$ cat src/mem_config.svh
// data memory and load/store bus address widths, LED register address
`ifndef MEM_CONFIG_SVH
`define MEM_CONFIG_SVH

// byte address width of the data memory, 4 KiB.
`define DMEM_ADDR_WIDTH 12

// width of the load/store port address.
`define BUS_ADDR_WIDTH 16

// the LED register sits in the upper half of the bus address space.
`define LED_ADDR 16'h8000

`endif

$ cat src/mem_pkg.sv
// mem_pkg: access width and bus target enumerations
`default_nettype none

package mem_pkg;

  // any width other than BYTE, HALFWORD or WORD stores nothing.
  typedef enum logic [1:0] {
    BYTE,
    HALFWORD,
    WORD,
    RESERVED
  } mem_width_t;

  typedef enum logic [1:0] {
    TGT_NONE,
    TGT_DMEM,
    TGT_LED
  } mem_target_t;

endpackage

`default_nettype wire

$ cat src/mem_bus_decode.sv
// mem_bus_decode: load/store address decoder and read data select
`timescale 1ns/10ps
`default_nettype none

`include "mem_config.svh"

module mem_bus_decode
  import mem_pkg::*;
(
  input  logic                        clk,
  input  logic                        reset,
  input  logic [`BUS_ADDR_WIDTH-1:0]  addr,
  input  logic                        write_enable,
  input  logic [31:0]                 dmem_data_out,
  input  logic [31:0]                 led_data_out,
  output logic                        dmem_write_enable,
  output logic                        led_write_enable,
  output logic [31:0]                 data_out
);

  mem_target_t target;
  mem_target_t target_q;

  always_comb begin
    if (!addr[`BUS_ADDR_WIDTH-1]) begin
      target = TGT_DMEM; // the low half aliases onto the data memory.
    end else if (addr == `LED_ADDR) begin
      target = TGT_LED;
    end else begin
      target = TGT_NONE;
    end
  end

  assign dmem_write_enable = write_enable && (target == TGT_DMEM);
  assign led_write_enable  = write_enable && (target == TGT_LED);

  always_ff @(posedge clk) begin
    if (reset) begin
      target_q <= TGT_NONE;
    end else begin
      target_q <= target;
    end
  end

  always_comb begin
    case (target_q)
      TGT_DMEM: data_out = dmem_data_out;
      TGT_LED:  data_out = led_data_out;
      default:  data_out = 32'd0;
    endcase
  end

endmodule

`default_nettype wire

$ cat config.mk
export PLATFORM = sky130hd
export DESIGN_NAME = mem_bus_decode
export DESIGN_NICKNAME = d
export VERILOG_FILES = /design/src/mem_pkg.sv /design/src/mem_bus_decode.sv
export VERILOG_INCLUDE_DIRS = /design/src /design/src/src
export SDC_FILE = /design/constraint.sdc
export NUM_CORES = 1
export LEC_CHECK = 0
export BUFFER_PORTS_ARGS = -buffer_cell sky130_fd_sc_hd__buf_2
export CORE_ASPECT_RATIO = 1.1
export CORE_UTILIZATION = 26
export DETAILED_ROUTE_END_ITERATION = 12
export PLACE_DENSITY_LB_ADDON = 0.12
export SLEW_MARGIN = 5
export SYNTH_ARGS = -nofsm -noshare
export SYNTH_HDL_FRONTEND = slang
export SYNTH_SLANG_ARGS = --single-unit
$ cat constraint.sdc
create_clock -name clk -period 3.4 [get_ports clk]
set_clock_uncertainty 0.2 [all_clocks]
set_input_delay 0.68 -clock clk [delete_from_list [all_inputs] [get_ports clk]]
set_output_delay 0.68 -clock clk [all_outputs]
set_load 0.005 [all_outputs]
Word level (Yosys, flattened, before mapping)
Index checks and enable logic that the tools add are counted.

Input bits: 83. Logic and storage cells: 11. Output and inout bits: 34. Register bits: 2.

Equal/unequal tests: 5. Multiplexer cells: 3. Reductions and logical operators: 2.

Operators with widths (number): 32-bit case mux with 2 select lines (1); 16-bit equality test, second input constant (1); 2-bit by 1-bit equality test with 1-bit output, second input constant (2); 2-bit equality test, second input constant (2); 2-bit two-way mux (2); 1-bit logical AND (2).

Longest topological paths before layout
Depth in word-level cells: 5. Depth in mapped cells: 5. Mapped depth without buffers: 4.

Least setup slack after synthesis
No wires, ideal clock.

Kind: input to output. Start point: in addr[11]. End point: out led_write_enable. Slack: 1341 ps. Cell stages on the path: 3. Buffers on the path: 0. Arrival time: 1179 ps. Required time: 2520 ps. Cells stage by stage: nor4_1 -> nand4_1 -> nor2_1.

Word-level cells in the longest chain between the ends: 5.

Ends and longest elaborated chain: start: declaration (RTL line mem_bus_decode.sv:12) `` input logic [`BUS_ADDR_WIDTH-1:0] addr, ``; 16-bit equality test (no line); 2-bit two-way mux (RTL line mem_bus_decode.sv:27) `` end else if (addr == `LED_ADDR) begin ``; 2-bit two-way mux (RTL line mem_bus_decode.sv:25) `` if (!addr[`BUS_ADDR_WIDTH-1]) begin ``; 2-bit equality test (RTL line mem_bus_decode.sv:35) `assign led_write_enable = write_enable && (target == TGT_LED);`; 1-bit logical AND (RTL line mem_bus_decode.sv:35); end: declaration (RTL line mem_bus_decode.sv:17) `output logic led_write_enable,`.

No other way between the ends.

Worst setup path in the final report
Start point: reg target_q[0]. End point: out data_out[13].

Word-level cells in the longest chain between the ends: 2. Elaborated cells on any way between the ends: 3. Those cells by class: eq/ne: 2; mux: 1.

Ends and longest elaborated chain: start: declaration (RTL line mem_bus_decode.sv:22) `mem_target_t target_q;`; start signal: assignment (RTL line mem_bus_decode.sv:41) `target_q <= target;`; 2-bit equality test or 2-bit by 1-bit equality test with 1-bit output (tied branches) (RTL line mem_bus_decode.sv:46) `case (target_q)`; 32-bit case mux with 2 select lines * (RTL line mem_bus_decode.sv:46); end: declaration (RTL line mem_bus_decode.sv:18) `output logic [31:0] data_out`.

Every way passes the cells marked *; elsewhere a longest branch is shown, timed or not.

==> metrics <==
Worst Setup SP target_q[0]; Multi-input gate area 440 µm²; clock transition at the registers of the reported paths approximately 30 ps; Finish-stage setup viols 0; Top reg by flops target_q; Final Instance Count excl. Fillers approximately 230; Top delay family on crit path adder cells; WL/cell 10.3 µm; number of max-cap violations 0; critical path's slowest cell ha_1; Worst Path Arrival slightly below 2000 ps; Leakage about 0.66 nW; starting density of the core 27.6%; hold violation count in the final report 0; Fmax ~350 MHz; Clk pwr share between 30 and 40%; final instance area 1140 µm²; row cnt 17; unrepaired setup endpoints after global routing no; switching share of power a little under a third; post-CTS sizing 0; maximum vdd drop ~0.17 mV; placed cell areas 1110 µm²; initial drt markers 24; share of layout cells above drive strength 1 60.5%; setup ws final 576 ps; setup slack at placement just under 800 ps; num ports 117; detailed-router iteration count before antenna repair 4; fin crit share just over 80%; most frequent cells in the layout buf_2 (116), nor2_1 (36), a22oi_1 (32); Post-layout nets approximately 290; number of antenna violations at the first check in global routing 0; CTS root buffer clkbuf_4; syn nets ~170; crit end category output port; GRT Overall Usage between 10% and 20%; Final min period ~2800 ps; HP Start reset; Hold Crit Endpoint target_q[0]; Net Sw Power 49.4 µW; final wirelength 2360 µm; outcome finished, final reports clean; Post-CTS Setup Repair Bufs 0; Synth cell types 11; core box area roughly 2000 µm²; vias in the first global route slightly below 900; crit path max fanout 32; max FFs per register 2; Die W 45.9 µm; Max clock buf depth 2; Filler cells between 200 and 250; Buf/Inv on CP 2; CTS tree done; Comb pwr share approximately 50%; #FFs+latches synth 2; hold crit path type in2reg; # clock sinks 2; die area 2310 µm²; Die Ht 50.3 µm; crit start category flip-flop; vias per cell approximately 4.8; post-synthesis instance area 552 µm²; Worst-Margin Slew approximately 1100 ps; Yosys warning count 0; gr ovfl total 0; CP cell instances inv_1 -> ha_1 -> a22oi_1 -> nor2_1 -> buf_2; Routed Antenna Nets 0; register area share after synthesis under 10%; Register Area roughly 40 µm²; dpl hpwl 1850 µm; number of port buffers about 120; max-slew violation count 0; PD cells 141 nW/µm²; setup_tns 0 ps; diodes inserted 0; DRC errors left 0; cell internal pwr 111 µW; H-Tree Depth 1; crit path kind reg2out; Worst Path Required approximately 2500 ps; Cells after DPL between 200 and 250; GPL Wtd Cong ~0.73; largest net degree at the start of global routing 33; sequential power share 15.4%; relative slew slack roughly 28%; via count ~1100; cts bufs inserted 3; Layout area overhead 106%; Syn Inst Count 89; first-pass GRT wire length between 3000 and 4000 µm; CP peak stage delay between 800 and 900 ps; Worst Hold Path Cells 2; hold_buf cts 0; Avg Cell Area, Syn between 6 and 7 µm²; Regs by FF count target_q: 2 flops; most common cell after layout, fill and taps aside buf_2
worst max path at each step:
stage	endpoint	slack, ps	cells after the start
finish	data_out[13]	580	5
global route	data_out[29]	370	5
CTS	data_out[5]	550	5
detailed placement	data_out[5]	790	5
global placement	data_out[24]	890	5
floorplan	led_write_enable	1340	3
layout make-up:
class | count | share of cell area (%)
timing repair buffer | 117 | 51.7
multi-input combinational | 75 | 38.7
clock buffer | 3 | 1.98
inverter | 3 | 0.990
tap | 28 | 3.08
sequential | 2 | 3.52
cell usage after synthesis:
master / n / area [µm²]
ha_1: 2 / 25.0
clkbuf_1: 3 / 11.3
nor4b_2: 1 / 15.0
nor4_1: 3 / 18.8
inv_1: 3 / 11.3
buf_6: 3 / 33.8
nor2_1: 36 / 135
a22oi_1: 32 / 240
buf_2: 3 / 15.0
nand4_1: 1 / 6.26
dfxtp_1: 2 / 40.0
power by group through the flow:
| stage | logic, mW | clock network, mW | registers (mW) |
|---|---|---|---|
| 2_1_floorplan | 0.0260 | 0 | 0.0249 |
| 6_report | 0.0804 | 0.0552 | 0.0246 |
| 3_3_place_gp | 0.0787 | 0 | 0.0249 |
| 5_1_grt | 0.0896 | 0.0583 | 0.0247 |
| 3_5_place_dp | 0.0807 | 0 | 0.0249 |
| 4_1_cts | 0.0812 | 0.0582 | 0.0246 |
stage by stage:
stage | hold slack (ps) | total power [mW] | util [%]
6_report | 422 | 0.160 | 56.9
3_5_place_dp | 662 | 0.106 | 55.8
4_1_cts | 417 | 0.164 | 56.9
2_1_floorplan | 547 | 0.0509 | -
5_1_grt | 423 | 0.173 | 56.9
3_3_place_gp | 655 | 0.104 | 55.8
cell families (layout without fill, tap and decap cells):
kind of cell | count (synthesis) | count (layout) | synth area share, %
adder cells (fa/ha/maj) | 2 | 2 | 4.53
flip-flops | 2 | 2 | 7.26
AO/OA/AOI/OAI | 32 | 32 | 43.5
buffers and inverters | 12 | 123 | 12.9
AND/OR/NAND/NOR | 41 | 41 | 31.7
per-layer routing:
layer / vias to the layer above / GRT usage [%] / share of wire (%)
met4: 0 / 7.35 / 0
met3: 0 / 2.88 / 13
li1: 553 / - / -
met1: 470 / 17.7 / 37
met5: - / 0 / 0
met2: 72 / 35.0 / 50
Note: power is estimated with default switching activity, not from simulation.
