<file path="src/mem_config.svh">
// data memory and load/store bus address widths, LED register address
`ifndef MEM_CONFIG_SVH
`define MEM_CONFIG_SVH

// byte address width of the data memory, 4 KiB.
`define DMEM_ADDR_WIDTH 12

// width of the load/store port address.
`define BUS_ADDR_WIDTH 16

// the LED register sits in the upper half of the bus address space.
`define LED_ADDR 16'h8000

`endif

</file>
<file path="src/mem_pkg.sv">
// mem_pkg: access width and bus target enumerations
`default_nettype none

package mem_pkg;

  // any width other than BYTE, HALFWORD or WORD stores nothing.
  typedef enum logic [1:0] {
    BYTE,
    HALFWORD,
    WORD,
    RESERVED
  } mem_width_t;

  typedef enum logic [1:0] {
    TGT_NONE,
    TGT_DMEM,
    TGT_LED
  } mem_target_t;

endpackage

`default_nettype wire

</file>
<file path="src/led_port.sv">
// led_port: memory-mapped LED register with word writes and read-back
`timescale 1ns/10ps
`default_nettype none

module led_port
  import mem_pkg::*;
(
  input  logic        clk,
  input  logic        reset,
  input  mem_width_t  width,
  input  logic [31:0] data_in,
  input  logic        write_enable,
  output logic [31:0] data_out,
  output logic [3:0]  leds
);

  logic [31:0] led_reg;

  always_ff @(posedge clk) begin
    if (reset) begin
      led_reg <= 32'd0;
    end else if (write_enable && width == WORD) begin
      led_reg <= data_in; // narrower stores are dropped.
    end
  end

  // read-back samples the register before a same-cycle store, like the RAMs.
  always_ff @(posedge clk) begin
    data_out <= led_reg;
  end

  assign leds = led_reg[3:0];

endmodule

`default_nettype wire

</file>
<file path="config.mk">
export PLATFORM = sky130hd
export DESIGN_NAME = led_port
export DESIGN_NICKNAME = d
export VERILOG_FILES = /design/src/mem_config.svh /design/src/mem_pkg.sv /design/src/led_port.sv
export SDC_FILE = /design/constraint.sdc
export NUM_CORES = 1
export LEC_CHECK = 0
export BUFFER_PORTS_ARGS = -buffer_cell sky130_fd_sc_hd__buf_4
export CORE_ASPECT_RATIO = 0.7
export CORE_UTILIZATION = 49
export CTS_CLUSTER_DIAMETER = 120
export DETAILED_ROUTE_END_ITERATION = 10
export PLACE_DENSITY_LB_ADDON = 0.15
export SYNTH_ARGS = -nofsm -noshare
export SYNTH_HDL_FRONTEND = slang
export SYNTH_SLANG_ARGS = --single-unit
</file>
<file path="constraint.sdc">
create_clock -name clk -period 0.83 [get_ports clk]
set_input_delay 0 -clock clk [delete_from_list [all_inputs] [get_ports clk]]
set_output_delay 0 -clock clk [all_outputs]
set_load 0.1 [all_outputs]
</file>
# Word level (Yosys, flattened, before mapping)
# Cells that the tools add are included.
# word_totals
reg_bits	64
out_inout_bits	36
elab_cells	4
# classes
n_eq_ne	1
reduce_logical	1
# ops
cell	n
== test 2 bit, second input constant	1
logical AND 1 bit	1

# Logic depth before layout (Yosys ltp)
# Gate-level depths: netlist of run 1.
# depth
word_depth	2
mapped_depth	4
depth_no_buf	2

# Worst setup path before layout of run 1
# Ideal clock, no wire load.
# synth_path
path_type	flip-flop to output port
start	register data_out[0]
end	output port data_out[0]
t_arrival_ns	0.909
required_time_ns	0.830
setup_slack_ns	-0.079
path_stages_with_launch	1
n_path_buf	0
cell_sequence	dfxtp_1
# synth_lines
item	line_no	rtl
start: declaration	led_port.sv:13	output logic [31:0] data_out,
start signal: assignment	led_port.sv:29	data_out <= led_reg;
# No word-level cell between the ends.

# Worst setup path in the final report of run 1
# layout_path
start	register data_out[7]
end	output port data_out[7]
# No word-level cell between the ends.

==> results of run 1 <==
metal layers:
metal,part of all wire [%],wire (um),vias up,global-route usage [%]
met2,52,3059,69,51.02
met4,3.7,216,0,16.58
li1,-,-,771,-
met3,6.1,361,22,10.72
met1,38,2254,780,28.51
met5,0,0,-,0
power by group:
group          total [mW]  internal (mW)  switching (mW)
logic                1.25          0.580           0.665
registers            3.27           3.19          0.0808
clock network        2.93           1.76            1.17
Yosys cell counts:
cell	instances	area, um^2
and3b_1	1	8.760
buf_12	3	60.06
buf_2	1	5.000
buf_4	4	30.03
buf_6	1	11.26
clkbuf_1	6	22.52
dfxtp_1	64	1281
mux2i_1	32	320.3
nand2b_1	64	400.4
logic make-up (layout without fill, tap and decap cells):
group                  after synthesis  after routing  synth area share [%]
DFF                                 64             64                 59.88
and+or+nand+nor                     65             65                 19.12
buffers and inverters               15            128                 6.023
muxes                               32             32                 14.97
cell type report:
type | count | area, um^2
clock buffer | 10 | 137.6
clock inverter | 6 | 82.58
fill | 117 | 272.8
multi-input combinational | 97 | 730.7
sequential | 64 | 1331
tap | 52 | 65.06
timing repair buffer | 112 | 1421
what timing repair did:
item,in CTS,in global routing
resized for setup,114,0
hold buffers,32,0
hold endpoints to repair,32,0
setup endpoints to repair,36,37
setup buffers,4,0
worst max-delay path by stage:
stage                                  from                        to  slack (ns)  cells past startpoint
global placement                   width[0]  led_reg[10]$_SDFFE_PP0P_       0.003                      4
CTS                 led_reg[3]$_SDFFE_PP0P_                   leds[3]       -0.06                      1
finish                  data_out[7]$_DFF_P_               data_out[7]       -0.05                      1
floorplan                          width[0]  led_reg[10]$_SDFFE_PP0P_        0.13                      4
global route        led_reg[0]$_SDFFE_PP0P_                   leds[0]       -0.08                      1
detailed placement                 width[0]  led_reg[11]$_SDFFE_PP0P_       -0.05                      4
metrics by stage:
stage | utilization [%] | hold slack (ns)
2_1_floorplan | - | 0.1549
3_3_place_gp | 67.74 | 0.2682
3_5_place_dp | 67.74 | 0.2753
4_1_cts | 93.25 | 0.05485
5_1_grt | 93.25 | 0.1031
6_report | 93.25 | 0.1027
==> impl_results.md, run 1 <==
- Post-Synthesis Cell Area: 0.002140 mm^2
- FP Rows: 19
- Clk root buf: clkbuf_8
- Most frequent cells in the layout: nand2b_1 (64), buf_4 (40), buf_12 (40)
- Critical Path AT: 0.88 ns
- Most common cell after layout, fill and taps aside: nand2b_1
- Hold EP: led_reg[10]$_SDFFE_PP0P_
- Fin nets: 321
- Hold_sp: reset
- Reg2reg path depth: 3
- Initial antenna violation count: 0
- Period utilization: 105.9%
- Share of layout cells above drive strength 1: 46.02%
- Synth-to-Final Area Change: 76.14%
- Dpl cell area: 0.002738 mm^2
- Clock slew at reported path FFs: 0.07 ns
- Die height: 57.29 um
- Final Worst Setup Slack: -0.04910 ns
- Mapped Cells: 176
- Std-Cell Core Area: 0.004041 mm^2
- H-tree depth: 3
- Die width: 80.98 um
- Final setup vio count: 36
- Setup TNS: -0.8570 ns
- Worst-Skew Late Latency: 0.33 ns
- IO Port Bufs: 72
- Via/cell ratio: 4.815
- Worst Hold Class: primary input to register
- Leakage power: 1.529 nW
- Syn nets: 213
- Synth Register Bits: 64
- Flop2flop setup slack: 0.06 ns
- Vias in the first global route: 1,835
- Drc violations: 0
- Dpl cells: 289
- Antenna Cells: 0
- Maximum vdd drop: 1.819 mV
- Clock buffer depth: 2
- CP Data Required Time: 0.83 ns
- Final Hold Viols: 0
- DR iter-0 viols: 37
- Pwr/cell area: 1974 mW/mm^2
- Max-cap violations: 0
- Die area: 0.004639 mm^2
- RSZ-0062 raised after global routing: yes
- Final instance area: 0.003769 mm^2
- Via Count: 1,642
- Netlist cell types: 9
- GRT Residual Overflow: 0
- First-pass GRT wire length: 9.280 mm
- Finished Layout Cells: 341
- CTS buffer count: 9
- DR WL/cell: 17.28 um
- Status: finished, violations left
- Routability cong.: 0.6092
- Reg2reg end: led_reg[3]$_SDFFE_PP0P_
- Overall power: 7.441 mW
- GRT Total Usage: 28.64%
- Violated checks: setup timing
- Startpoint Class: register
- Max Fclk: 1138 MHz
- Post-Syn Area per Cell: 12.16 um^2
- Post-Place Setup Slack: -0.05167 ns
- Worst path max stage delay: 0.36 ns
- CP max-delay cell: dfxtp_2
- RR Startpoint: led_reg[3]$_SDFFE_PP0P_
- WS Path Type: register to output port
- CTS tree: done
- Worst slew margin: 86.63%
- Wirelength, routed: 5.891 mm
- Largest net degree at the start of global routing: 29
- DRT Pass-1 Iters: 4
- Final setup skew: 0.005510 ns
- ANT nets after route: 0
- Register area share after synthesis: 59.88%
- Critical path peak fanout: 1
- Final min period: 0.8791 ns
- Slew @ Worst Pin: 0.1950 ns
- WHS Path Cells: 3
- Yosys warns: 0
- I/O pins: 73
- TritonCTS sink count: 64
- CP top delay family: flip-flops
- Starting Density: 52.94%
- Fin. max-slew vios: 0
- Cell chain of the critical path: buf_12
- Critical Path End Type: output port
- Bufs and invs on worst path: 1
- HPWL Detailed: 2.520 mm
Power figures use the tool's default switching activity.
==> inputs of run 2 (changes only) <==
--- a/config.mk
+++ b/config.mk
@@ -10,7 +10,7 @@
 export CORE_UTILIZATION = 49
 export CTS_CLUSTER_DIAMETER = 120
 export DETAILED_ROUTE_END_ITERATION = 10
-export PLACE_DENSITY_LB_ADDON = 0.15
+export PLACE_DENSITY = 0.84
 export SYNTH_ARGS = -nofsm -noshare
 export SYNTH_HDL_FRONTEND = slang
 export SYNTH_SLANG_ARGS = --single-unit
==> run 2 against run 1 <==
Largest power group unchanged. The flow still finishes with violations (setup timing). Setup slack worse by 0.016 ns. Combinational power barely moved. Critical path type unchanged. Flip-flop and latch count is the same.
==> impl_results.md, run 2 (same netlist as run 1, synthesis figures left out) <==
- Overall power: 7.187 mW
- WS Path Type: register to output port
- I/O pins: 73
- Final Worst Setup Slack: -0.06466 ns
- DRT Pass-1 Iters: 4
- Share of layout cells above drive strength 1: 44.95%
- Hold Slack: 0.2673 ns
- RSZ-0062 raised after global routing: yes
- Clock buffer depth: 2
- Critical path peak fanout: 1
- Via Count: 1,596
- TritonCTS sink count: 64
- Clk root buf: clkbuf_8
- DR WL/cell: 17.66 um
- Std-Cell Core Area: 0.004041 mm^2
- Drc violations: 0
- Routability cong.: 0.6468
- CP top delay family: flip-flops
- FP Rows: 19
- RR Startpoint: led_reg[1]$_SDFFE_PP0P_
- Wirelength, routed: 5.988 mm
- Via/cell ratio: 4.708
- Setup crit start: data_out[0]$_DFF_P_
- FILL cells: 152
- Dpl cells: 287
- ANT nets after route: 0
- Most common cell after layout, fill and taps aside: nand2b_1
- Critical Path End Type: output port
- Period utilization: 107.8%
- Max-cap violations: 0
- Worst path max stage delay: 0.37 ns
- CP Data Required Time: 0.83 ns
- Worst slew margin: 70.35%
- Most frequent cells in the layout: nand2b_1 (64), buf_4 (40), buf_12 (38)
- Synth-to-Final Area Change: 73.28%
- IO Port Bufs: 72
- HPWL Detailed: 2.500 mm
- Max Fclk: 1118 MHz
- Critical Path AT: 0.89 ns
- Leakage power: 1.502 nW
- Finished Layout Cells: 339
- Starting Density: 52.94%
- CP max-delay cell: dfxtp_2
- Bufs and invs on worst path: 1
- CTS tree: done
- Cell chain of the critical path: buf_12
- First-pass GRT wire length: 8.990 mm
- Die width: 80.98 um
- Dpl cell area: 0.002698 mm^2
- Slew @ Worst Pin: 0.4447 ns
- DR iter-0 viols: 75
- Final setup vio count: 36
- Final Util: 91.73%
- Die area: 0.004639 mm^2
- Vias in the first global route: 1,783
- Fin nets: 319
- CTS buffer count: 9
- Die height: 57.29 um
- GRT Residual Overflow: 0
- Initial antenna violation count: 0
- Violated checks: setup timing
- Largest net degree at the start of global routing: 65
- Final instance area: 0.003707 mm^2
- Final Hold Viols: 0
- Setup TNS: -1.117 ns
- Post-Place Setup Slack: -0.08023 ns
- Clock slew at reported path FFs: 0.06 ns
- Final setup skew: 0.005389 ns
- Worst Hold Class: primary input to register
- Maximum vdd drop: 1.446 mV
- Startpoint Class: register
- GRT Total Usage: 28.02%
- Fin. max-slew vios: 0
- H-tree depth: 3
- Pwr/cell area: 1939 mW/mm^2
- Worst-Skew Late Latency: 0.34 ns
- Hold_sp: reset
- Status: finished, violations left
- Final min period: 0.8947 ns
- Antenna Cells: 0
run 2: repair_timing:
item	in CTS	in global routing
setup endpoints to repair	36	36
buffers inserted	4	0
endpoints found under the hold margin	32	0
hold buffers	32	0
resized for setup	113	1
run 2: path summary, 6_finish.rpt:
path | endpoint | slack, ns | cells after the start
min | led_reg[2]$_SDFFE_PP0P_ | 0.27 | 3
max reg2reg | led_reg[1]$_SDFFE_PP0P_ | 0.05 | 3
min reg2reg | data_out[21]$_DFF_P_ | 0.34 | 0
max | data_out[0] | -0.06 | 1
run 2: routing by layer:
| metal | global-route usage [%] | share of wire (%) | wire (um) | vias up |
|---|---|---|---|---|
| met5 | 0 | 0 | 0 | - |
| met4 | 12.76 | 2.6 | 158 | 0 |
| met3 | 11.36 | 6.4 | 384 | 18 |
| met2 | 49.34 | 53 | 3165 | 61 |
| met1 | 29.20 | 38 | 2280 | 752 |
| li1 | - | - | - | 765 |
run 2: power breakdown:
group | switching (mW) | internal, mW | leakage, nW | total [mW]
sequential | 0.0810 | 3.19 | 0.537 | 3.27
combinational | 0.656 | 0.561 | 0.861 | 1.22
clock | 1.16 | 1.54 | 0.103 | 2.70
total | 1.89 | 5.29 | 1.50 | 7.19
run 2: area by class of cell:
| type | instances | area, um^2 | share of cell area [%] |
|---|---|---|---|
| clock buffers | 13 | 158.9 | 4.286 |
| well taps | 52 | 65.06 | 1.755 |
| repair buffers | 110 | 1381 | 37.26 |
| clock inverters | 3 | 40.04 | 1.080 |
| multi-input cells | 97 | 730.7 | 19.71 |
| flip-flops and latches | 64 | 1331 | 35.91 |
==> inputs of run 3 (changes only) <==
--- a/config.mk
+++ b/config.mk
@@ -11,6 +11,7 @@
 export CTS_CLUSTER_DIAMETER = 120
 export DETAILED_ROUTE_END_ITERATION = 10
 export PLACE_DENSITY = 0.84
+export SLEW_MARGIN = 20
 export SYNTH_ARGS = -nofsm -noshare
 export SYNTH_HDL_FRONTEND = slang
 export SYNTH_SLANG_ARGS = --single-unit
==> constraint.sdc (replaced) <==
create_clock -name clk -period 0.9 [get_ports clk]
set_input_delay 0 -clock clk [delete_from_list [all_inputs] [get_ports clk]]
set_output_delay 0 -clock clk [all_outputs]
set_load 0.1 [all_outputs]
==> run 3 against run 2 <==
The flow now finishes without violations. Cell count decreased by 1.2%. Sequential power decreased by 8.3%. Clock-buffer cell count decreased by 2. Global-route usage decreased by 6.0 points. Hold slack got worse by 0.00087 ns. First-iteration DRC count decreased by 11%. Clock power increased by 14%. Cell area decreased by 3.7%. Critical path depth unchanged. Total power decreased by 1.2%. Via count decreased by 4.4%. Critical path type unchanged. Critical endpoint is now leds[2]. Largest cell class is now registers.
==> impl_results.md, run 3 (same netlist as run 1, synthesis figures left out) <==
- Reg2reg path depth: 2
- Slew @ Worst Pin: 0.4347 ns
- Post-Place Setup Slack: 0.01634 ns
- WS Path Type: register to output port
- Sequential share of power: 42.2%
- Most frequent cells in the layout: nand2b_1 (64), buf_4 (36), mux2i_1 (32), dfxtp_2 (32), dlygate4sd3_1 (32)
- Clk root buf: clkbuf_8
- DR iter-0 viols: 67
- Bufs and invs on worst path: 1
- Startpoint Class: register
- Worst slew margin: 71.02%
- Critical Path End: leds[2]
- Die height: 57.29 um
- Clock buffer depth: 2
- Worst-Skew Late Latency: 0.33 ns
- Final min period: 0.8743 ns
- Vias in the first global route: 1,580
- HPWL Detailed: 2.534 mm
- DR WL/cell: 14.80 um
- Psw: 1.730 mW
- Starting Density: 52.94%
- Setup crit start: led_reg[2]$_SDFFE_PP0P_
- Int Pwr: 5.374 mW
- Cell chain of the critical path: buf_12
- Wirelength, routed: 4.958 mm
- Die area: 0.004639 mm^2
- Fin. max-slew vios: 0
- Drc violations: 0
- Final Worst Setup Slack: 0.02575 ns
- Most common cell after layout, fill and taps aside: nand2b_1
- Period utilization: 97.14%
- Overall power: 7.104 mW
- FP Rows: 19
- Critical path peak fanout: 3
- ANT nets after route: 0
- Worst path max stage delay: 0.37 ns
- Critical Path End Type: output port
- Die width: 80.98 um
- RR Startpoint: led_reg[20]$_SDFFE_PP0P_
- H-tree depth: 3
- First-pass GRT wire length: 7.272 mm
- Share of layout cells above drive strength 1: 44.88%
- FILL cells: 170
- DRT Pass-1 Iters: 4
- Leakage power: 1.466 nW
- Final setup vio count: 0
- Std-Cell Core Area: 0.004041 mm^2
- Crit. path cell count: 1
- CP Data Required Time: 0.90 ns
- Clock power share: 43.2%
- GRT Total Usage: 22.05%
- Synth-to-Final Area Change: 66.90%
- I/O pins: 73
- Largest net degree at the start of global routing: 65
- IO Port Bufs: 72
- RSZ-0062 raised after global routing: yes
- Fin nets: 315
- FF/Latch Area: 0.001336 mm^2
- Via Count: 1,526
- CP top delay family: flip-flops
- Combinational share of power: 14.6%
- Critical Path AT: 0.87 ns
- CP max-delay cell: dfxtp_4
- CTS buffer count: 9
- CTS tree: done
- Clock slew at reported path FFs: 0.07 ns
- Dpl cells: 287
- Maximum vdd drop: 2.225 mV
- Reg2reg end: led_reg[20]$_SDFFE_PP0P_
- Final setup skew: 0.004016 ns
- Finished Layout Cells: 335
- Multi-input logic area: 730.7 um^2
- Max Fclk: 1144 MHz
- Status: completed
- Antenna Cells: 0
- Final Hold Viols: 0
- Hold Slack: 0.2664 ns
- Max-cap violations: 0
- Initial antenna violation count: 0
- Pwr/cell area: 1989 mW/mm^2
- Flop2flop setup slack: 0.24 ns
- TritonCTS sink count: 64
- Routability cong.: 0.6515
- Via/cell ratio: 4.555
- Switching Fraction: 24.35%
- GRT Residual Overflow: 0
- Worst Hold Class: primary input to register
==> run 3: cell count changes in the layout (fill, tap and decap cells not counted), sizes merged <==
cell / change
buf: -4
bufinv: +2
clkbuf: -2
clkinv: -1
clkinvlp: +1
==> run 3: through the flow <==
step / instance area, um^2 / TNS (ns) / utilization, %
detailed placement: 2698 / 0 / 66.75
finish: 3571 / 0 / 88.36
CTS: 3461 / 0 / 85.63
global route: 3571 / -0.02500 / 88.36
global placement: 2698 / 0 / 66.75
floorplan: 2180 / 0 / -
==> run 3: worst min path at each step <==
stage / start / end / slack (ns) / depth (start not counted)
floorplan: data_in[0] / led_reg[0]$_SDFFE_PP0P_ / 0.15 / 2
global placement: data_in[15] / led_reg[15]$_SDFFE_PP0P_ / 0.26 / 3
detailed placement: data_in[21] / led_reg[21]$_SDFFE_PP0P_ / 0.28 / 3
CTS: reset / led_reg[3]$_SDFFE_PP0P_ / 0.25 / 3
global route: width[1] / led_reg[19]$_SDFFE_PP0P_ / 0.27 / 4
finish: reset / led_reg[3]$_SDFFE_PP0P_ / 0.27 / 3
==> run 3: power groups by stage <==
stage,sequential (mW),combinational (mW),clock [mW]
2_1_floorplan,3.40,0.254,0
3_3_place_gp,3.04,0.819,0
3_5_place_dp,3.04,0.828,0
4_1_cts,2.99,0.993,3.10
5_1_grt,3.00,1.08,3.24
6_report,3.00,1.04,3.07
==> run 3: routing by layer <==
layer  wire, um  part of all wire, %  GRT usage (%)
met1       1920                   39          22.96
met2       2727                   55          39.62
met3        254                  5.1          8.960
met4         55                  1.1          8.418
met5          0                    0              0
==> run 3: repair_timing <==
item / 4_1_cts / 5_1_grt
hold buffers: 32 / 0
gates resized for setup: 52 / 29
buffers inserted: 0 / 0
hold endpoints to repair: 32 / 0
setup endpoints to repair: 36 / 28
==> run 3: cell type report <==
cell class	count	share of cell area, %
Clock buffer	11	4.240
Clock inverter	5	2.873
Sequential cell	64	37.42
Tap cell	52	1.822
Multi-Input combinational cell	97	20.46
Timing Repair Buffer	106	33.18
